===== src/rtl/xc_consts.svh =====
/*
 * Correlator constants
 * Line count, lag depth, counter width and the layout of the
 * dump frame, shared by the package and the RTL blocks
 */
`ifndef XC_CONSTS_SVH
`define XC_CONSTS_SVH

`define XC_NUM_LINES 4          // Input lines sampled together
`define XC_NUM_LAGS 4           // Auto lags 0..3, cross lags -3..+3
`define XC_RESOLUTION 16        // Counter and frame word width
`define XC_NUM_PAIRS 6          // Line pairs with a < b

// Bank order is totals, then autos, then crosses
`define XC_NUM_COUNTERS 62

`define XC_FRAME_HDR_WORDS 2    // Header word and sample count
`define XC_FRAME_WORDS 64       // Header words plus the whole bank
`define XC_FRAME_MAGIC 8'hA5    // Marker in the top byte of word 0

`endif


===== src/rtl/xc_pkg.sv =====
/*
 * Correlator types
 * Sample word, command byte, counter bank and the frame words
 * that leave the serializer
 */
`include "xc_consts.svh"

package xc_pkg;

	typedef struct packed {
		logic [`XC_NUM_LINES-1:0] lines;    // One bit per input line
	} sample_t;

	typedef enum logic [1:0] {
		CMD_NOP   = 2'd0,
		CMD_START = 2'd1,    // Clear counters and integrate
		CMD_STOP  = 2'd2,
		CMD_DUMP  = 2'd3     // Snapshot and send a frame
	} cmd_op_t;

	typedef struct packed {
		cmd_op_t op;
		logic [5:0] reserved;
	} cmd_t;

	typedef logic [`XC_RESOLUTION-1:0] count_t;

	typedef count_t [`XC_NUM_COUNTERS-1:0] count_bank_t;

	typedef struct packed {
		logic [7:0] magic;
		logic overflow;       // Any counter or the sample count saturated
		logic integrating;
		logic [5:0] reserved;
	} frame_header_t;

	typedef logic [`XC_RESOLUTION-1:0] frame_word_t;

endpackage


===== src/rtl/sample_delay_line.sv =====
/*
 * Sample delay line
 * Keeps the last accepted sample words of all lines in one shift
 * chain, advancing on every valid sample
 */
`timescale 1ns/10ps
`include "xc_consts.svh"

module sample_delay_line (
	input logic intclk,
	input logic reset,
	input xc_pkg::sample_t sample,
	input logic sample_valid,
	output xc_pkg::sample_t [`XC_NUM_LAGS-1:1] history
);

	// history[k] is the sample k valid samples back
	always_ff @(posedge intclk) begin
		if (reset) begin
			history <= '0;    // Delays read as zero after reset
		end else if (sample_valid) begin
			history <= {history[`XC_NUM_LAGS-2:1], sample};
		end
	end

endmodule


===== src/rtl/pulse_counter.sv =====
/*
 * Pulse counter
 * Saturating counter for one correlation product. Clear wins over
 * counting, and a sticky flag marks an increment lost at the top
 */
`timescale 1ns/10ps
`include "xc_consts.svh"

module pulse_counter (
	input logic intclk,
	input logic reset,
	input logic clear,
	input logic count_en,
	output xc_pkg::count_t count,
	output logic overflow
);
	import xc_pkg::*;

	localparam count_t COUNT_MAX = '1;

	always_ff @(posedge intclk) begin
		if (reset || clear) begin
			count <= '0;
			overflow <= 1'b0;
		end else if (count_en) begin
			if (count == COUNT_MAX) begin
				overflow <= 1'b1;    // Hold at max
			end else begin
				count <= count + 1'b1;
			end
		end
	end

endmodule


===== src/rtl/correlator_array.sv =====
/*
 * Correlator array
 * Forms the total, auto and cross product terms of the current
 * sample against the delay history and counts each one in its own
 * saturating counter while integrating. A separate counter keeps
 * the number of integrated samples
 */
`timescale 1ns/10ps
`include "xc_consts.svh"

module correlator_array (
	input logic intclk,
	input logic reset,
	input logic clear,
	input logic integrating,
	input xc_pkg::sample_t sample,
	input logic sample_valid,
	input xc_pkg::sample_t [`XC_NUM_LAGS-1:1] history,
	output wire xc_pkg::count_bank_t counts,
	output xc_pkg::count_t sample_count,
	output logic any_overflow
);
	import xc_pkg::*;

	localparam int CROSS_SPAN = 2 * `XC_NUM_LAGS - 1;    // Lags -3..+3
	localparam int NUM_AUTO = `XC_NUM_LINES * `XC_NUM_LAGS;
	localparam int NUM_CROSS = `XC_NUM_PAIRS * CROSS_SPAN;

	sample_t [`XC_NUM_LAGS-1:0] taps;
	logic [`XC_NUM_LINES-1:0] total_terms;
	logic [NUM_AUTO-1:0] auto_terms;
	logic [NUM_CROSS-1:0] cross_terms;
	logic [`XC_NUM_COUNTERS-1:0] terms;
	wire [`XC_NUM_COUNTERS-1:0] bank_overflow;
	logic sample_overflow;
	logic count_gate;

	assign taps = {history, sample};    // taps[0] is the current sample
	assign count_gate = sample_valid & integrating;
	assign total_terms = sample.lines;

	// Auto products, four lags per line
	for (genvar i = 0; i < `XC_NUM_LINES; i++) begin : g_auto_line
		for (genvar k = 0; k < `XC_NUM_LAGS; k++) begin : g_auto_lag
			assign auto_terms[i*`XC_NUM_LAGS+k] = taps[0].lines[i] & taps[k].lines[i];
		end
	end

	// Cross products, pairs in order (0,1),(0,2),(0,3),(1,2),(1,3),(2,3)
	for (genvar a = 0; a < `XC_NUM_LINES; a++) begin : g_cross_a
		for (genvar b = a + 1; b < `XC_NUM_LINES; b++) begin : g_cross_b
			localparam int PAIR = a * (2 * `XC_NUM_LINES - a - 1) / 2 + b - a - 1;

			for (genvar j = 0; j < CROSS_SPAN; j++) begin : g_cross_lag
				localparam int LAG = j - (`XC_NUM_LAGS - 1);

				if (LAG >= 0) begin : g_pos
					// Line b delayed against line a
					assign cross_terms[PAIR*CROSS_SPAN+j] =
						taps[0].lines[a] & taps[LAG].lines[b];
				end else begin : g_neg
					assign cross_terms[PAIR*CROSS_SPAN+j] =
						taps[-LAG].lines[a] & taps[0].lines[b];
				end
			end
		end
	end

	assign terms = {cross_terms, auto_terms, total_terms};    // Bank order

	for (genvar n = 0; n < `XC_NUM_COUNTERS; n++) begin : g_counter
		pulse_counter i_counter (
			.intclk   (intclk),
			.reset    (reset),
			.clear    (clear),
			.count_en (count_gate & terms[n]),
			.count    (counts[n]),
			.overflow (bank_overflow[n])
		);
	end

	pulse_counter i_sample_counter (
		.intclk   (intclk),
		.reset    (reset),
		.clear    (clear),
		.count_en (count_gate),    // Every integrated sample
		.count    (sample_count),
		.overflow (sample_overflow)
	);

	assign any_overflow = (|bank_overflow) | sample_overflow;

endmodule


===== src/rtl/cmd_parser.sv =====
/*
 * Command parser
 * Accepts command bytes, holds the integrating state and issues
 * the counter clear and dump request pulses
 */
`timescale 1ns/10ps
`include "xc_consts.svh"

module cmd_parser (
	input logic intclk,
	input logic reset,
	input xc_pkg::cmd_t cmd,
	input logic cmd_valid,
	input logic frame_busy,
	output logic cmd_ready,
	output logic integrating,
	output logic clear_counters,
	output logic dump_req
);
	import xc_pkg::*;

	logic cmd_accept;

	// Busy rises on the edge that takes the dump, so ready drops
	// right after it and stays low for the whole frame
	assign cmd_ready = ~frame_busy;
	assign cmd_accept = cmd_valid & cmd_ready;

	assign clear_counters = cmd_accept && (cmd.op == CMD_START);
	assign dump_req = cmd_accept && (cmd.op == CMD_DUMP);    // Snapshot on this edge

	always_ff @(posedge intclk) begin
		if (reset) begin
			integrating <= 1'b0;
		end else if (cmd_accept) begin
			case (cmd.op)
				CMD_START: begin
					integrating <= 1'b1;    // Counts from the next sample
				end
				CMD_STOP: begin
					integrating <= 1'b0;
				end
				default: begin
					integrating <= integrating;    // Nop and dump keep state
				end
			endcase
		end
	end

endmodule


===== src/rtl/frame_serializer.sv =====
/*
 * Frame serializer
 * Freezes the header fields, the sample count and the counter bank
 * on a dump request and sends them as 64 words of 16 bits. A word
 * stays on the port until the sink takes it
 */
`timescale 1ns/10ps
`include "xc_consts.svh"

module frame_serializer (
	input logic intclk,
	input logic reset,
	input logic dump_req,
	input logic integrating,
	input logic any_overflow,
	input xc_pkg::count_bank_t counts,
	input xc_pkg::count_t sample_count,
	output logic frame_busy,
	output xc_pkg::frame_word_t frame_word,
	output logic frame_valid,
	input logic frame_ready
);
	import xc_pkg::*;

	localparam int IDX_W = $clog2(`XC_FRAME_WORDS);
	localparam logic [IDX_W-1:0] LAST_IDX = IDX_W'(`XC_FRAME_WORDS - 1);

	frame_word_t [`XC_FRAME_WORDS-1:0] snapshot;
	frame_header_t header;
	logic [IDX_W-1:0] word_idx;
	logic busy;
	logic word_taken;

	always_comb begin
		header = '0;
		header.magic = `XC_FRAME_MAGIC;
		header.overflow = any_overflow;
		header.integrating = integrating;
	end

	assign word_taken = busy & frame_ready;

	// Snapshot of the whole frame
	always_ff @(posedge intclk) begin
		if (dump_req) begin
			snapshot[0] <= frame_word_t'(header);
			snapshot[1] <= sample_count;
			for (int n = 0; n < `XC_NUM_COUNTERS; n++) begin
				snapshot[`XC_FRAME_HDR_WORDS+n] <= counts[n];
			end
		end
	end

	always_ff @(posedge intclk) begin
		if (reset) begin
			busy <= 1'b0;
			word_idx <= '0;
		end else if (dump_req) begin
			busy <= 1'b1;
			word_idx <= '0;
		end else if (word_taken) begin
			if (word_idx == LAST_IDX) begin
				busy <= 1'b0;    // Last word gone
			end
			word_idx <= word_idx + 1'b1;    // Wraps back to the header
		end
	end

	assign frame_busy = busy;
	assign frame_valid = busy;
	assign frame_word = snapshot[word_idx];

endmodule


===== src/rtl/xc_top.sv =====
/*
 * Multiline correlator top
 * Connects the command parser, the sample delay line, the
 * correlator array and the frame serializer
 */
`timescale 1ns/10ps
`include "xc_consts.svh"

module xc_top (
	input logic intclk,
	input logic reset,
	input xc_pkg::sample_t sample,
	input logic sample_valid,
	input xc_pkg::cmd_t cmd,
	input logic cmd_valid,
	output logic cmd_ready,
	output xc_pkg::frame_word_t frame_word,
	output logic frame_valid,
	input logic frame_ready
);
	import xc_pkg::*;

	logic integrating;
	logic clear_counters;
	logic dump_req;
	logic frame_busy;
	logic any_overflow;
	sample_t [`XC_NUM_LAGS-1:1] history;
	count_bank_t counts;
	count_t sample_count;

	cmd_parser i_cmd_parser (
		.intclk         (intclk),
		.reset          (reset),
		.cmd            (cmd),
		.cmd_valid      (cmd_valid),
		.frame_busy     (frame_busy),
		.cmd_ready      (cmd_ready),
		.integrating    (integrating),
		.clear_counters (clear_counters),
		.dump_req       (dump_req)
	);

	sample_delay_line i_delay_line (
		.intclk       (intclk),
		.reset        (reset),
		.sample       (sample),
		.sample_valid (sample_valid),
		.history      (history)
	);

	correlator_array i_correlator (
		.intclk       (intclk),
		.reset        (reset),
		.clear        (clear_counters),
		.integrating  (integrating),
		.sample       (sample),
		.sample_valid (sample_valid),
		.history      (history),
		.counts       (counts),
		.sample_count (sample_count),
		.any_overflow (any_overflow)
	);

	frame_serializer i_serializer (
		.intclk       (intclk),
		.reset        (reset),
		.dump_req     (dump_req),
		.integrating  (integrating),
		.any_overflow (any_overflow),
		.counts       (counts),
		.sample_count (sample_count),
		.frame_busy   (frame_busy),
		.frame_word   (frame_word),
		.frame_valid  (frame_valid),
		.frame_ready  (frame_ready)
	);

endmodule


===== config.mk =====
export PLATFORM = sky130hd
export DESIGN_NAME = xc_top
export DESIGN_NICKNAME = d
export VERILOG_FILES = /design/src/rtl/xc_pkg.sv /design/src/rtl/sample_delay_line.sv /design/src/rtl/pulse_counter.sv /design/src/rtl/correlator_array.sv /design/src/rtl/cmd_parser.sv /design/src/rtl/frame_serializer.sv /design/src/rtl/xc_top.sv
export VERILOG_INCLUDE_DIRS = /design/src /design/src/rtl
export SDC_FILE = /design/constraint.sdc
export NUM_CORES = 2
export LEC_CHECK = 0
export ABC_AREA = 0
export ABC_CLOCK_PERIOD_IN_PS = 24900
export BUFFER_PORTS_ARGS = -buffer_cell sky130_fd_sc_hd__buf_2
export CORE_MARGIN = 3
export CORE_UTILIZATION = 40
export DETAILED_ROUTE_END_ITERATION = 12
export PLACE_DENSITY = 0.64
export SLEW_MARGIN = 30
export SYNTH_ARGS = -nofsm -noshare
export SYNTH_HDL_FRONTEND = slang
export SYNTH_SLANG_ARGS = --single-unit

===== constraint.sdc =====
create_clock -name intclk -period 24.9 [get_ports intclk]
set_input_delay 3.735 -clock intclk [delete_from_list [all_inputs] [get_ports intclk]]
set_output_delay 3.735 -clock intclk [all_outputs]
set_load 0.02 [all_outputs]

==> summary.md <==
• post-synthesis sequential element count: 2,101
• count of cells resized by post-cts repair: 0
• DR pass1 iterations: 6
• Clock Path Buffers: 3
• Hold Path Depth: 0
• Die Area: 231,000 um^2
• total leakage power: 0.0330 uW
• level count of the clock H-tree: 4
• DRT Wirelength: 246 mm
• Endpoint, Worst Hold: i_serializer.snapshot[937]$_DFFE_PP_
• number of rows created at floorplan: 173
• worst reg-to-reg setup slack: 18,830 ps
• register cell area after layout: 52,200 um^2
• endpoint required time on the critical path: 21,160 ps
• # Max-Cap Violations: 0
• antenna violations before repair: 10
• buffer type at the clock tree root: sky130_fd_sc_hd__clkbuf_16
• global-route wire length before repair: 372 mm
• actual transition at the worst max-transition pin: 1140 ps
• clock-pin slew on the worst setup and hold paths: 60 ps
• kind of start point of the critical path: register
• fraction of final layout cells sized beyond drive strength 1: 10.1%
• overall track demand over capacity in global routing: 20.8%
• top cell family by delay on the critical path: buffers and inverters
• # placed instances: 10,500
• Crit-path slowest cell: sky130_fd_sc_hd__a221oi_1
• logic depth of the worst register-to-register path: 9
• HPWL Detailed: 169 mm
• synthesis warning total: 0
• cell count after synthesis: 7,825
• power density cells: 70.6 nW/um^2
• netlist area before placement: 90,200 um^2
• via count of the first global-routing pass: 60,000
• global route overflow: 0
• nature of the critical path endpoint: output port
• data arrival time of the critical path: 6230 ps
• final setup violation count: 0
• first-iteration detailed-routing DRC count: 6,751
• final weighted congestion in routability-driven placement: 0.928
• num ports: 35
• Unique masters post-synth: 89
• pin count of the biggest net entering global routing: 188
• Reg2Reg Capture Point: i_serializer.snapshot[102]$_DFFE_PP_
• type of the worst min-delay path: register to register
• post-synthesis async set-or-reset flop share: 0%
• DIE HEIGHT: 481 um
• maximum fanout encountered on the critical timing path: 84
• number of enable-type register cells in the synthesized netlist: 1,010
• CTS Buf Count: 216
• x dimension of the die: 481 um
• input/output buffers: 28
• Hold Path Origin: i_correlator.g_counter[56].i_counter.count[9]$_SDFFE_PP0P_
• vias per inst: 5.84
• chain of cells forming the critical path: buf_4, buf_12, buf_4, mux2i_1, a221oi_1, a2111oi_1, a221oi_1, buf_2
• status: completed
• post-layout minimum cycle time: 9970 ps
• share of synthesized area occupied by flip-flops and latches: 57.8%
• Post-CTS Repair Setup Buffers: 0
• Initial Util: 40.4%
• worst-case clock skew: 53.2 ps
• Total Neg Setup Slack: 0 ps
• TritonCTS clock tree: yes
• average size of a mapped cell: 11.5 um^2
• number of nets produced by synthesis: 7,909
• worst voltage drop across the vdd grid: 0.0793 mV
• post-cts hold buffer count: 0
• maximum achievable frequency: 100 MHz
• # DRC: 0
• Reg-to-Reg Start: i_serializer.frame_busy$_SDFFE_PP0P_
• Hold Violations, Final: 0
• # clock sinks: 2,101
• total via count in the routed design: 64,000
• area of the multi-input gates: 36,200 um^2
• Finished Layout Cells: 11,000
• relative slew slack: 23.9%
• Post-synth top flop: sky130_fd_sc_hd__dfxtp_1
• area of the core: 223,000 um^2
• area added between synthesis and finish: 11.7%
• ratio of final minimum period to clock period: 40.0%
• count of nets after finishing: 7,859
• Crit Path Category: register to output port
• total buffers and inverters traversed by the critical path: 4
• FILL cells: 20,200
• final routed wire length divided by cell count: 22.5 um
• number of routed nets with antenna violations: 0
• setup repair after global routing missed its margin: false
• insertion delay to the later sink of the worst-skew pair: 860 ps
• final slew viol count: 0
• delay of the slowest cell on the worst path: 820 ps
registers in the layout, summed over array words and instances, names as in the netlist:
register,cells
i_serializer.snapshot,1010
i_correlator.g_counter.i_counter.count,992
i_correlator.g_counter.i_counter.overflow,62
i_correlator.i_sample_counter.count,16
i_delay_line.history,12
i_serializer.word_idx,6
i_cmd_parser.integrating,1
i_correlator.i_sample_counter.overflow,1
i_serializer.frame_busy,1
cell usage in the layout, fill, tap and decap left out, types with 91 or more instances in the layout:
cell type,n
sky130_fd_sc_hd__mux2i_1,138
sky130_fd_sc_hd__or4_1,110
sky130_fd_sc_hd__clkbuf_16,219
sky130_fd_sc_hd__nand2_1,495
sky130_fd_sc_hd__o211ai_1,118
sky130_fd_sc_hd__xnor2_1,300
sky130_fd_sc_hd__edfxtp_1,1010
sky130_fd_sc_hd__or3_1,141
sky130_fd_sc_hd__nor4_1,91
sky130_fd_sc_hd__nor2_1,874
sky130_fd_sc_hd__o21ai_0,193
sky130_fd_sc_hd__a21oi_1,307
sky130_fd_sc_hd__dfxtp_1,1084
sky130_fd_sc_hd__nand3_1,344
sky130_fd_sc_hd__nor3_1,167
sky130_fd_sc_hd__and4_1,142
sky130_fd_sc_hd__and3_1,140
sky130_fd_sc_hd__mux4_2,210
sky130_fd_sc_hd__xor2_1,295
sky130_fd_sc_hd__nand4_1,272
power by group:
group          leakage [uW]  switching (uW)  internal [uW]
Sequential           0.0193            16.8           3630
Combinational        0.0101             122           33.9
Clock               0.00360            1400           1910
worst max path at each step:
stage                                               start                                    end  slack (ps)  cells after the start
CTS                 i_serializer.word_idx[1]$_SDFFE_PP0P_                          frame_word[5]       14810                      8
global route        i_serializer.word_idx[1]$_SDFFE_PP0P_                          frame_word[2]       14740                      8
detailed placement                              cmd_valid   i_serializer.snapshot[157]$_DFFE_PP_       15220                      9
floorplan                                       cmd_valid  i_serializer.snapshot[1000]$_DFFE_PP_          40                      3
finish              i_serializer.word_idx[1]$_SDFFE_PP0P_                          frame_word[5]       14930                      8
global placement                                cmd_valid   i_serializer.snapshot[128]$_DFFE_PP_       14800                      9
cells in the mapped netlist, types with 80 or more instances:
cell                       instances  share of area, %
sky130_fd_sc_hd__clkbuf_1        245               1.0
sky130_fd_sc_hd__or3_1           141              0.98
sky130_fd_sc_hd__o211ai_1        118              0.98
sky130_fd_sc_hd__nor3_1          171              0.95
sky130_fd_sc_hd__nor2_1          875               3.6
sky130_fd_sc_hd__edfxtp_1       1010                34
sky130_fd_sc_hd__nand4_1         272               1.9
sky130_fd_sc_hd__xnor2_1         300               2.9
sky130_fd_sc_hd__nand3_1         345               1.9
sky130_fd_sc_hd__and4_1          142               1.4
sky130_fd_sc_hd__dfxtp_1        1091                24
sky130_fd_sc_hd__or4_1           110              0.92
sky130_fd_sc_hd__o21ai_0         198               1.1
sky130_fd_sc_hd__nor4_1           97              0.67
sky130_fd_sc_hd__and3_1          141              0.98
sky130_fd_sc_hd__nand2_1         495               2.1
sky130_fd_sc_hd__xor2_1          295               2.9
sky130_fd_sc_hd__and2_1           80              0.55
sky130_fd_sc_hd__mux2i_1         138               1.5
sky130_fd_sc_hd__mux4_2          210               5.2
sky130_fd_sc_hd__a211oi_1         82              0.68
sky130_fd_sc_hd__a21oi_1         308               1.7
sky130_fd_sc_hd__inv_1            81              0.34
per-layer routing:
layer  share of wire, %  vias to the layer above  GRT usage (%)
met3                7.2                      489           3.77
met1                 42                    31700           28.1
li1                   -                    29500              -
met4                4.9                        4           9.89
met2                 46                     2226           32.5
met5             0.0094                        -              0
through the flow:
step,instance area [um^2],setup WS (ps),hold WS [ps],total power [uW],utilization (%)
CTS,101000,14810,454,7170,45.0
detailed placement,93300,15220,457,3870,41.7
finish,101000,14930,465,7110,45.1
global placement,93100,14800,447,3870,41.7
floorplan,90200,40.5,406,3860,-
global route,101000,14740,473,7320,45.1
final cells by class:
type | instances | area share (%)
sequential | 2101 | 51.8
multi-input combinational | 5264 | 36.0
clock buffer | 287 | 5.90
tap | 2975 | 3.69
clock inverter | 126 | 1.40
timing repair buffer | 110 | 0.954
inverter | 82 | 0.313
antenna | 5 | 0.0124
kinds of logic after synthesis:
logic type / synth area share (%)
and+or+nand+nor: 17.5
DFF: 57.8
AOI/OAI and AO/OA: 8.67
xor gates and xnor gates: 5.78
buffers and inverters: 2.22
muxes: 7.08
adders and majority gates: 0.929
No activity file was read; power rests on OpenSTA's default activity.
